--- src/adc_link_pkg.sv ---
`default_nettype none

package adc_link_pkg;

   // ADC and packed sample widths
   localparam int ADC_W    = 14;
   localparam int SAMPLE_W = 32;   // Channel A high half, channel B low half
   localparam int SER_W    = 16;   // Serdes word

   // Sample FIFO
   localparam int FIFO_DEPTH = 16;
   localparam int CNT_W      = 5;    // Holds 0 to FIFO_DEPTH

   // Framing
   localparam int FRAME_LEN = 8;    // Pairs per frame
   localparam int DECIM_W   = 4;

   // K characters
   localparam logic [7:0]       K_COMMA   = 8'hBC;
   localparam logic [SER_W-1:0] IDLE_WORD = 16'hBCBC;   // Sent with both K flags

   // Framer states
   localparam logic [1:0] ST_IDLE    = 2'd0;
   localparam logic [1:0] ST_HEADER  = 2'd1;
   localparam logic [1:0] ST_PAYLOAD = 2'd2;

endpackage

`default_nettype wire

--- src/adc_capture.sv ---
`default_nettype none
`timescale 1ns/10ps

module adc_capture
  (
   input  logic                               dsp_clk,
   input  logic                               reset_i,
   input  logic                               run_i,
   input  logic [adc_link_pkg::DECIM_W-1:0]   decim_i,
   input  logic [adc_link_pkg::ADC_W-1:0]     adc_a_i,
   input  logic                               adc_ovf_a_i,
   input  logic [adc_link_pkg::ADC_W-1:0]     adc_b_i,
   input  logic                               adc_ovf_b_i,
   input  logic                               full_i,
   output logic                               wr_en_o,
   output logic [adc_link_pkg::SAMPLE_W-1:0]  wr_data_o,
   output logic                               overrun_o
   );

   import adc_link_pkg::*;

   logic [ADC_W-1:0]   adc_a_r1, adc_b_r1, adc_a_r2, adc_b_r2;
   logic               ovf_a_r1, ovf_b_r1, ovf_a_r2, ovf_b_r2;
   logic [DECIM_W-1:0] decim_r1, decim_r2;
   logic               run_r1, run_r2;
   logic               run_prev;         // Run of the previous decided sample
   logic [DECIM_W-1:0] decim_cnt;        // Samples left to skip
   logic               keep;
   logic               keep_q;

   // Two register stages at the pins
   always_ff @(posedge dsp_clk)
   begin
      adc_a_r1 <= adc_a_i;
      adc_b_r1 <= adc_b_i;
      ovf_a_r1 <= adc_ovf_a_i;
      ovf_b_r1 <= adc_ovf_b_i;
      decim_r1 <= decim_i;
      adc_a_r2 <= adc_a_r1;
      adc_b_r2 <= adc_b_r1;
      ovf_a_r2 <= ovf_a_r1;
      ovf_b_r2 <= ovf_b_r1;
      decim_r2 <= decim_r1;
   end

   always_ff @(posedge dsp_clk)
   begin
      if (reset_i)
      begin
         run_r1 <= 1'b0;
         run_r2 <= 1'b0;
      end
      else
      begin
         run_r1 <= run_i;
         run_r2 <= run_r1;
      end
   end

   // First sample after a rising run, then every (decim+1)th
   assign keep = run_r2 & (~run_prev | (decim_cnt == '0));

   always_ff @(posedge dsp_clk)
   begin
      if (reset_i)
      begin
         run_prev  <= 1'b0;
         decim_cnt <= '0;
         keep_q    <= 1'b0;
         overrun_o <= 1'b0;
      end
      else
      begin
         run_prev <= run_r2;
         keep_q   <= keep;
         if (keep)
            decim_cnt <= decim_r2;         // Reload on every kept sample
         else if (run_r2)
            decim_cnt <= decim_cnt - 1'b1;
         if (keep_q && full_i)
            overrun_o <= 1'b1;             // Sticky until reset
      end
   end

   // Overflow in bit 15 of each half, bit 14 stays zero
   always_ff @(posedge dsp_clk)
   begin
      wr_data_o <= {ovf_a_r2, 1'b0, adc_a_r2, ovf_b_r2, 1'b0, adc_b_r2};
   end

   // Full is sampled in the write cycle itself, so a write landing now is counted
   assign wr_en_o = keep_q & ~full_i;

endmodule

`default_nettype wire

--- src/sample_fifo.sv ---
`default_nettype none
`timescale 1ns/10ps

module sample_fifo
  (
   input  logic                               dsp_clk,
   input  logic                               reset_i,
   input  logic                               wr_en_i,
   input  logic [adc_link_pkg::SAMPLE_W-1:0]  wr_data_i,
   output logic                               full_o,
   input  logic                               rd_en_i,
   output logic [adc_link_pkg::SAMPLE_W-1:0]  rd_data_o,
   output logic [adc_link_pkg::CNT_W-1:0]     count_o
   );

   import adc_link_pkg::*;

   logic [SAMPLE_W-1:0] mem [FIFO_DEPTH];
   logic [CNT_W-2:0]    wr_ptr;   // One bit narrower than the count
   logic [CNT_W-2:0]    rd_ptr;
   logic [CNT_W-1:0]    count;

   // Storage and registered read port
   always_ff @(posedge dsp_clk)
   begin
      if (wr_en_i)
         mem[wr_ptr] <= wr_data_i;
      if (rd_en_i)
         rd_data_o <= mem[rd_ptr];
   end

   always_ff @(posedge dsp_clk)
   begin
      if (reset_i)
      begin
         wr_ptr <= '0;
         rd_ptr <= '0;
         count  <= '0;
      end
      else
      begin
         if (wr_en_i)
            wr_ptr <= wr_ptr + 1'b1;   // Wraps at FIFO_DEPTH
         if (rd_en_i)
            rd_ptr <= rd_ptr + 1'b1;
         case ({wr_en_i, rd_en_i})
            2'b10:
               count <= count + 1'b1;
            2'b01:
               count <= count - 1'b1;
            default:
               count <= count;     // Both or neither
         endcase
      end
   end

   assign full_o  = (count == CNT_W'(FIFO_DEPTH));
   assign count_o = count;

endmodule

`default_nettype wire

--- src/serdes_framer.sv ---
`default_nettype none
`timescale 1ns/10ps

module serdes_framer
  (
   input  logic                               dsp_clk,
   input  logic                               reset_i,
   input  logic [adc_link_pkg::CNT_W-1:0]     count_i,
   output logic                               rd_en_o,
   input  logic [adc_link_pkg::SAMPLE_W-1:0]  rd_data_i,
   output logic [adc_link_pkg::SER_W-1:0]     ser_t_o,
   output logic                               ser_tklsb_o,
   output logic                               ser_tkmsb_o
   );

   import adc_link_pkg::*;

   logic [1:0]                     state;
   logic [$clog2(FRAME_LEN)-1:0]   pair_cnt;
   logic                           half_sel;    // Low half goes out when set
   logic [7:0]                     seq_num;
   logic                           frame_ready;
   logic                           last_pair;

   // A whole frame must sit in the FIFO before the header goes out
   assign frame_ready = (count_i >= CNT_W'(FRAME_LEN));
   assign last_pair   = (pair_cnt == ($clog2(FRAME_LEN))'(FRAME_LEN - 1));

   // Read strobe leads each pair by one cycle, so the data is ready for the high half
   always_ff @(posedge dsp_clk)
   begin
      if (reset_i)
      begin
         state       <= ST_IDLE;
         rd_en_o     <= 1'b0;
         pair_cnt    <= '0;
         half_sel    <= 1'b0;
         seq_num     <= '0;
         ser_t_o     <= IDLE_WORD;
         ser_tklsb_o <= 1'b1;
         ser_tkmsb_o <= 1'b1;
      end
      else
      begin
         case (state)
            ST_IDLE:
               begin
                  ser_t_o     <= IDLE_WORD;
                  ser_tklsb_o <= 1'b1;
                  ser_tkmsb_o <= 1'b1;
                  if (frame_ready)
                  begin
                     state   <= ST_HEADER;
                     rd_en_o <= 1'b1;     // Fetch the first pair
                  end
               end

            ST_HEADER:
               begin
                  ser_t_o     <= {seq_num, K_COMMA};
                  ser_tklsb_o <= 1'b1;    // Comma in the low byte only
                  ser_tkmsb_o <= 1'b0;
                  seq_num     <= seq_num + 1'b1;
                  rd_en_o     <= 1'b0;
                  pair_cnt    <= '0;
                  half_sel    <= 1'b0;
                  state       <= ST_PAYLOAD;
               end

            ST_PAYLOAD:
               begin
                  ser_tklsb_o <= 1'b0;
                  ser_tkmsb_o <= 1'b0;
                  if (!half_sel)
                  begin
                     ser_t_o  <= rd_data_i[SAMPLE_W-1:SER_W];   // Channel A
                     half_sel <= 1'b1;
                     rd_en_o  <= ~last_pair;   // Prefetch the next pair
                  end
                  else
                  begin
                     ser_t_o  <= rd_data_i[SER_W-1:0];          // Channel B
                     half_sel <= 1'b0;
                     rd_en_o  <= 1'b0;
                     pair_cnt <= pair_cnt + 1'b1;
                     if (last_pair)
                     begin
                        // Back to back frames skip the idle state
                        if (frame_ready)
                        begin
                           state   <= ST_HEADER;
                           rd_en_o <= 1'b1;
                        end
                        else
                        begin
                           state <= ST_IDLE;
                        end
                     end
                  end
               end

            default:
               begin
                  state   <= ST_IDLE;
                  rd_en_o <= 1'b0;
               end
         endcase
      end
   end

endmodule

`default_nettype wire

--- src/adc_serdes_top.sv ---
`default_nettype none
`timescale 1ns/10ps

module adc_serdes_top
  (
   input  logic                              dsp_clk,
   input  logic                              reset_i,
   input  logic                              run_i,
   input  logic [adc_link_pkg::DECIM_W-1:0]  decim_i,
   input  logic [adc_link_pkg::ADC_W-1:0]    adc_a_i,
   input  logic                              adc_ovf_a_i,
   input  logic [adc_link_pkg::ADC_W-1:0]    adc_b_i,
   input  logic                              adc_ovf_b_i,
   output logic [adc_link_pkg::SER_W-1:0]    ser_t_o,
   output logic                              ser_tklsb_o,
   output logic                              ser_tkmsb_o,
   output logic                              overrun_o
   );

   import adc_link_pkg::*;

   logic                wr_en;
   logic [SAMPLE_W-1:0] wr_data;
   logic                full;
   logic                rd_en;
   logic [SAMPLE_W-1:0] rd_data;
   logic [CNT_W-1:0]    count;

   adc_capture cap0
     (.dsp_clk     (dsp_clk),
      .reset_i     (reset_i),
      .run_i       (run_i),
      .decim_i     (decim_i),
      .adc_a_i     (adc_a_i),
      .adc_ovf_a_i (adc_ovf_a_i),
      .adc_b_i     (adc_b_i),
      .adc_ovf_b_i (adc_ovf_b_i),
      .full_i      (full),
      .wr_en_o     (wr_en),
      .wr_data_o   (wr_data),
      .overrun_o   (overrun_o));

   sample_fifo fifo0
     (.dsp_clk   (dsp_clk),
      .reset_i   (reset_i),
      .wr_en_i   (wr_en),
      .wr_data_i (wr_data),
      .full_o    (full),
      .rd_en_i   (rd_en),
      .rd_data_o (rd_data),
      .count_o   (count));

   serdes_framer frm0
     (.dsp_clk     (dsp_clk),
      .reset_i     (reset_i),
      .count_i     (count),
      .rd_en_o     (rd_en),
      .rd_data_i   (rd_data),
      .ser_t_o     (ser_t_o),
      .ser_tklsb_o (ser_tklsb_o),
      .ser_tkmsb_o (ser_tkmsb_o));

endmodule

`default_nettype wire

--- config.mk ---
export PLATFORM = sky130hd
export DESIGN_NAME = adc_serdes_top
export DESIGN_NICKNAME = d
export VERILOG_FILES = /design/src/adc_link_pkg.sv /design/src/adc_capture.sv /design/src/sample_fifo.sv /design/src/serdes_framer.sv /design/src/adc_serdes_top.sv
export SDC_FILE = /design/constraint.sdc
export NUM_CORES = 1
export LEC_CHECK = 0
export BUFFER_PORTS_ARGS = -buffer_cell sky130_fd_sc_hd__buf_2
export CAP_MARGIN = 20
export CORE_ASPECT_RATIO = 1.2
export CORE_MARGIN = 5
export CORE_UTILIZATION = 50
export CTS_CLUSTER_DIAMETER = 80
export CTS_CLUSTER_SIZE = 25
export DETAILED_ROUTE_END_ITERATION = 16
export GPL_TIMING_DRIVEN = 0
export PLACE_DENSITY = 0.69
export SETUP_SLACK_MARGIN = 0.05
export SLEW_MARGIN = 20
export SYNTH_ARGS = -nofsm -noshare
export SYNTH_HDL_FRONTEND = slang
export SYNTH_SLANG_ARGS = --single-unit
--- constraint.sdc ---
create_clock -name dsp_clk -period 3.62 [get_ports dsp_clk]
set_input_delay 0.724 -clock dsp_clk [delete_from_list [all_inputs] [get_ports dsp_clk]]
set_output_delay 0.724 -clock dsp_clk [all_outputs]
set_load 0.03 [all_outputs]
=== Yosys cells after proc, flatten, opt, wreduce, memory -nomap -nowiden ===
Memory sizes are Yosys's and may differ from the RTL's. A register that Yosys moved wholly into a read port is not among the register bits.
Index checks and enable logic that the tools add are counted.

* Add/subtract/negate cells: 7
* Order comparisons: 1
* Equal/unequal tests: 9
* Muxes and demuxes: 23
* Bitwise logic cells: 6
* Reduce and logical (&&, ||, !) cells: 13

{| class="wikitable"
|+ Operators by type and width
! kind !! number
|-
| 16-bit one-hot mux with 3 select lines || 1
|-
| 16-bit 2-to-1 mux || 1
|-
| 5-bit one-hot mux with 2 select lines || 1
|-
| 2-bit nonzero test || 5
|-
| 4-bit by 1-bit adder with 4-bit output (second input constant) || 2
|-
| 8-bit by 1-bit adder with 8-bit output (second input constant) || 1
|-
| 1-bit 2-to-1 mux || 8
|-
| 4-bit 2-to-1 mux || 2
|-
| 1-bit one-hot mux with 2 select lines || 4
|-
| 2-bit 2-to-1 mux || 3
|-
| 2-bit by 1-bit inequality test with 1-bit output (second input constant) || 3
|-
| 2-bit one-hot mux with 3 select lines || 1
|-
| 3-bit one-hot mux with 2 select lines || 1
|-
| 5-bit by 1-bit adder with 5-bit output (second input constant) || 1
|-
| 5-bit == test (second input constant) || 1
|-
| 5-bit by 4-bit greater-or-equal comparator with 1-bit output (second input constant) || 1
|-
| 5-bit by 1-bit subtractor with 5-bit output (second input constant) || 1
|-
| 2-bit by 1-bit == test with 1-bit output (second input constant) || 2
|-
| 2-bit == test (second input constant) || 2
|-
| 4-bit logical NOT || 1
|-
| 2-bit OR reduction || 2
|-
| 4-bit by 1-bit subtractor with 4-bit output (second input constant) || 1
|-
| 3-bit by 1-bit adder with 3-bit output (second input constant) || 1
|-
| 3-bit == test (second input constant) || 1
|-
| other kinds (9) || 12
|}

* Register bits: 185
* Bits in writable memories: 480
* Input bits: 37
* Output and inout port bits: 19
* Logic and storage cells: 89
* Memories: 1

{| class="wikitable"
|+ Memories
! memory !! depth !! bits a word !! rd ports !! clocked after Yosys merged registers in !! write ports !! line !! RTL
|-
| fifo0.mem || 16 || 30 || 1 || 1 || 1 || sample_fifo.sv:18 || <nowiki>logic [SAMPLE_W-1:0] mem [FIFO_DEPTH];</nowiki>
|}

=== Depth between registers and ports, before layout ===
* Depth in word-level cells: 5
* Mapped depth: 12
* Mapped depth without buffers: 10

=== By module ===
From an unflattened synthesis, not the netlist that was laid out.

* Cell total of the unflattened synthesis: 1,257
* Area, all modules: 25,027.8 um^2

{| class="wikitable"
|+ Modules (own cells, without submodules)
! module !! times used !! cells each !! area an instance (um^2) !! sequential area each (um^2)
|-
| sample_fifo || 1 || 922 || 20,937.6 || 16,595.9
|-
| adc_capture || 1 || 150 || 2,407.3 || 2,142.1
|-
| serdes_framer || 1 || 185 || 1,682.9 || 660.6
|}

=== Worst setup path after synthesis ===
Ideal clock, no wire load.

* Path type: register to register
* Start: register fifo0.count[2] (netlist: fifo0.count_o[2])
* End: memory fifo0.mem[0][0] (netlist bit), enable pin
* Setup time: 455 ps
* Data arrival time: 2,935 ps
* Required time: 3,165 ps
* Setup slack: 231 ps
* Cell stages (with the launch flop): 6
* Buffers on the path: 1
* Period minus slack after synthesis: 3,389 ps
* Cells stage by stage: dfxtp_1 > buf_2 > or4b_4 > o21a_4 > nand2_1 > nor3_1

* Word-level cells in the longest chain between the ends: 5

{| class="wikitable"
|+ RTL lines
! item !! line !! RTL
|-
| start, declared || sample_fifo.sv:21 || <nowiki>logic [CNT_W-1:0] count;</nowiki>
|-
| start signal, assigned || sample_fifo.sv:48 || <nowiki>count <= count + 1'b1;</nowiki>
|-
| start signal, assigned || sample_fifo.sv:50 || <nowiki>count <= count - 1'b1;</nowiki>
|-
| start signal, assigned || sample_fifo.sv:52 || <nowiki>count <= count;</nowiki>
|-
| 5-bit == test || sample_fifo.sv:57 || <nowiki>assign full_o = (count == CNT_W'(FIFO_DEPTH));</nowiki>
|-
| 1-bit inverter || adc_capture.sv:92 || <nowiki>assign wr_en_o = keep_q & ~full_i;</nowiki>
|-
| 1-bit AND || adc_capture.sv:92 ||
|-
| 1-bit 2-to-1 mux || sample_fifo.sv:26 || <nowiki>if (wr_en_i)</nowiki>
|-
| 1-bit 2-to-1 mux (implied by the code) || sample_fifo.sv:27 || <nowiki>mem[wr_ptr] <= wr_data_i;</nowiki>
|-
| end, declared || sample_fifo.sv:18 ||
|}

Every way passes these cells.

=== Worst setup path in the final report ===
* Start: register fifo0.count[2] (netlist: fifo0.count_o[2])
* End: register fifo0.count[4] (netlist: fifo0.count_o[4])

* Word-level cells in the longest chain between the ends: 5
* Elaborated cells between the ends (all ways): 9
* Those cells by class: add/sub (2); eq/ne (3); mux (1); bitwise (2); reduce/logical (1)

{| class="wikitable"
|+ RTL lines
! item !! line !! RTL
|-
| 5-bit == test || sample_fifo.sv:57 ||
|-
| 1-bit inverter || adc_capture.sv:92 ||
|-
| 1-bit AND || adc_capture.sv:92 ||
|-
| 2-bit by 1-bit == test with 1-bit output or 2-bit == test (tied branches) || sample_fifo.sv:46 || <nowiki>case ({wr_en_i, rd_en_i})</nowiki>
|-
| 5-bit one-hot mux with 2 select lines or 2-bit nonzero test (tied branches) || - ||
|}

Parallel ways exist; a longest one is shown, timed or not.
A chain may end at the register's enable or synchronous reset.

==> impl_metrics.py <==
metrics = {
    "critical_path": {
        "critPathCaptureType": "flip-flop",
        "crit_required_ps": 4130,
        "crit_type": "reg2reg",
        "critPathArrivalTime_ps": 3540,
        "cp_common_cell": "ha_1",
        "crit_path_cell_trace": "buf_2 -> or4b_4 -> o21a_4 -> clkinv_2 -> ha_1 -> clkbuf_1 -> xor2_1 -> ha_1 -> a31oi_1 -> o31ai_1 -> mux2_2",
        "cp_slowest_cell": "or4b_4",
        "critPathMaxStageDelay_ps": 570,
        "path_max_fanout": 9,
        "critPathLaunchType": "flip-flop",
    },
    "timing": {
        "min_period_over_period_pct": 83.7,
        "period_needed_ps": 3030,
        "max_slew_margin_pct": 39.0,
        "drv_slew": 0,
        "rsz0062_at_grt": "no",
        "setup_violations": 0,
        "fmax_mhz": 330,
        "worst_slew_pin_slew_ps": 915,
        "fin_tns_setup_ps": 0,
        "clock_skew_ps": 10.6,
        "hold_violations": 0,
    },
    "logic_synthesis": {
        "synth_top_family_by_area": "multiplexers",
        "yosys_warnings": 0,
        "syn-cell-area_sq_mm": 0.0237,
        "synth_edf_count": 510,
        "synthSimpleGateAreaFrac_pct": 3.36,
        "synthCells": 1203,
        "avgSynthCellArea_sq_um": 19.7,
        "synth_compound_area_share_pct": 3.93,
        "synth.distinct_cells": 51,
        "synthArstFlopShare_pct": 0,
        "synth_seq_cells": 663,
        "yosys_most_used_dff": "edfxtp_1",
        "synth_xor_area_share_pct": 0.555,
        "syn_nets": 1257,
        "synth_most_common_cell": "edfxtp_1",
        "ys_top_cells_by_area": "edfxtp_1 (65%), dfxtp_1 (13%), mux4_2 (11%), a22oi_1 (2.1%), nor2_1 (0.92%)",
        "synthTopCellsByCount": "edfxtp_1 (510), dfxtp_1 (153), mux4_2 (120), a22oi_1 (66), nor2_1 (58)",
        "synth_top_area_share_pct": 64.7,
        "synth_top_area_cell": "edfxtp_1",
        "synthAdderAreaFrac_pct": 0.899,
        "synth_sequential_area_ratio_pct": 77.7,
        "synthMuxAreaShare_pct": 12.1,
    },
    "global_routing": {
        "gr-usage-met3_pct": 2.71,
        "grt-ovfl-total": 0,
        "grt_pass1_wl_microns": 72400,
        "grt_pass1_vias": 11500,
        "antenna_found_initial": 1,
        "grtUsageMet2_pct": 32.1,
        "grt_usage_pct": 18.4,
        "use_met1_pct": 25.1,
        "grt_max_degree": 34,
        "grt-busiest-layer": "met2",
    },
    "cells_and_area": {
        "areaGrowthSynthToFinish_pct": 11.2,
        "stdcell_count": 1975,
        "drive_above_1_share_pct": 21.9,
        "nets": 1381,
    },
    "clocking": {
        "htreeDepth": 1,
        "cts_buffers": 30,
        "clk_latency_ps": 610,
        "clock-sinks": 663,
        "cts_hold_buf": 0,
        "clk_pin_slew_worst_paths_ps": 100,
        "cts_max_path_buffers": 3,
        "post_cts_buffers": 0,
        "cts_tree": "built",
        "cts_resized": 0,
        "cts-root-buf": "clkbuf_16",
    },
    "routing": {
        "routed_via_density": 5.74,
        "final_antenna_net_count": 0,
        "first_iter_violations": 1167,
        "dr_total_vias": 11300,
        "dr.pass1.iters": 7,
        "wl_per_cell_microns": 24.0,
        "routed_wl_microns": 47500,
        "drc_errors": 0,
    },
    "floorplanning": {
        "fp.dieW_microns": 209,
        "core_area_sq_mm": 0.0469,
        "num_rows": 87,
        "fp.dieH_microns": 248,
        "ios": 56,
        "start_util_pct": 50.4,
        "dieArea_sq_mm": 0.0518,
    },
    "placement": {
        "hpwl_microns": 31700,
        "globalplace.congestion": 0.799,
        "placedCellCount": 1918,
        "io_buffers": 55,
    },
    "flow_run": {
        "max_cap_violations": 0,
    },
    "power_and_ir_drop": {
        "ir_drop_mv": 0.353,
        "powerDensity_mw_per_mm2": 466,
        "p_total_uw": 12300,
        "power.leakage_uw": 0.00842,
    },
    "hold_path": {
        "hold_class": "in2reg",
    },
    "status": {
        "status": "finished clean",
    },
}
## per-stage QoR
step | instance area, sq um | worst slack (ps) | util (%) | hold WS, ps
finish | 26300 | 589 | 56.1 | 208
floorplan | 23700 | 231 | - | 310
global route | 26300 | 343 | 56.1 | 170
CTS | 26300 | 569 | 56.1 | 170
global placement | 24700 | -2330 | 52.7 | 310
detailed placement | 25400 | 594 | 54.2 | 312
## sequential cells by signal, summed over array words and instances (netlist names), 2 cells and up
name	flops
fifo0.wr_ptr	4
cap0.decim_r1	4
cap0.adc_b_r1	14
cap0.adc_a_r1	14
cap0.wr_data_o	30
fifo0.rd_ptr	4
fifo0.count_o	5
fifo0.mem	480
cap0.decim_cnt	4
cap0.adc_a_r2	14
frm0.state	2
frm0.pair_cnt	3
frm0.ser_t_o	16
cap0.adc_b_r2	14
fifo0.rd_data_o	30
cap0.decim_r2	4
frm0.seq_num	8
## power by group
| part | total [uW] | switching (uW) | leakage (uW) | internal, uW |
|---|---|---|---|---|
| registers | 8320 | 83.1 | 0.00586 | 8230 |
| logic | 79.1 | 44.1 | 0.00214 | 34.9 |
| clock network | 3860 | 2210 | 0.000422 | 1650 |
## cell type report
type / instances / area [sq um]
Antenna cell: 1 / 2.50
Buffer: 61 / 299
Clock buffer: 55 / 876
Clock inverter: 1 / 11.3
Fill cell: 3461 / 20600
Inverter: 13 / 50.0
Multi-Input combinational cell: 466 / 5050
Sequential cell: 663 / 18400
Tap cell: 623 / 779
Timing Repair Buffer: 92 / 871
## kinds of logic (layout without fill, tap and decap cells)
group	count (synthesis)	after routing
fa+ha+maj	17	17
mux	136	136
buf+inv	74	222
flops	663	663
compound gates	126	126
other cells	0	1
xor+xnor	15	15
simple gates	172	172
## critical path: cells and delay by family, from the launching register on
kind	cells	cell delay, ps
AOI/OAI and AO/OA	3	590
xor gates and xnor gates	1	180
adders and majority gates	2	380
buffers and inverters	3	530
DFF	1	310
muxes	1	360
and+or+nand+nor	1	570
## final timing paths
| path | from | endpoint | slack (ps) | cells past startpoint |
|---|---|---|---|---|
| setup / recovery | fifo0.count_o[2]$_SDFFE_PP0P_ | fifo0.count_o[4]$_SDFFE_PP0P_ | 590 | 11 |
| hold / removal | adc_b_i[4] | cap0.adc_b_r1[4]$_DFF_P_ | 210 | 1 |
| setup reg to reg | fifo0.count_o[2]$_SDFFE_PP0P_ | fifo0.count_o[4]$_SDFFE_PP0P_ | 590 | 11 |
| hold reg to reg | cap0.adc_a_r2[6]$_DFF_P_ | cap0.wr_data_o[22]$_DFF_P_ | 330 | 0 |
## placed cells by master, fill, tap and decap left out, drive strengths merged, types with 4 or more instances in the layout
| master | n |
|---|---|
| dfxtp | 153 |
| mux2i | 12 |
| edfxtp | 510 |
| nor3 | 14 |
| ha | 17 |
| o21bai | 10 |
| mux4 | 120 |
| a31oi | 4 |
| o21ai | 10 |
| xor2 | 11 |
| a22oi | 66 |
| clkbuf | 90 |
| inv | 12 |
| nand2b | 6 |
| buf | 118 |
| xnor2 | 4 |
| nor2 | 58 |
| nand2 | 52 |
| a21oi | 12 |
| nand3 | 9 |
| o211ai | 4 |
| mux2 | 4 |
| nor2b | 16 |
## per-layer routing
layer  vias up  share of wire, %
li1       5009                 -
met1      5931                41
met2       339                51
met3        57               5.8
met4         0               2.0
met5         -                 0
Power figures use the tool's default switching activity.
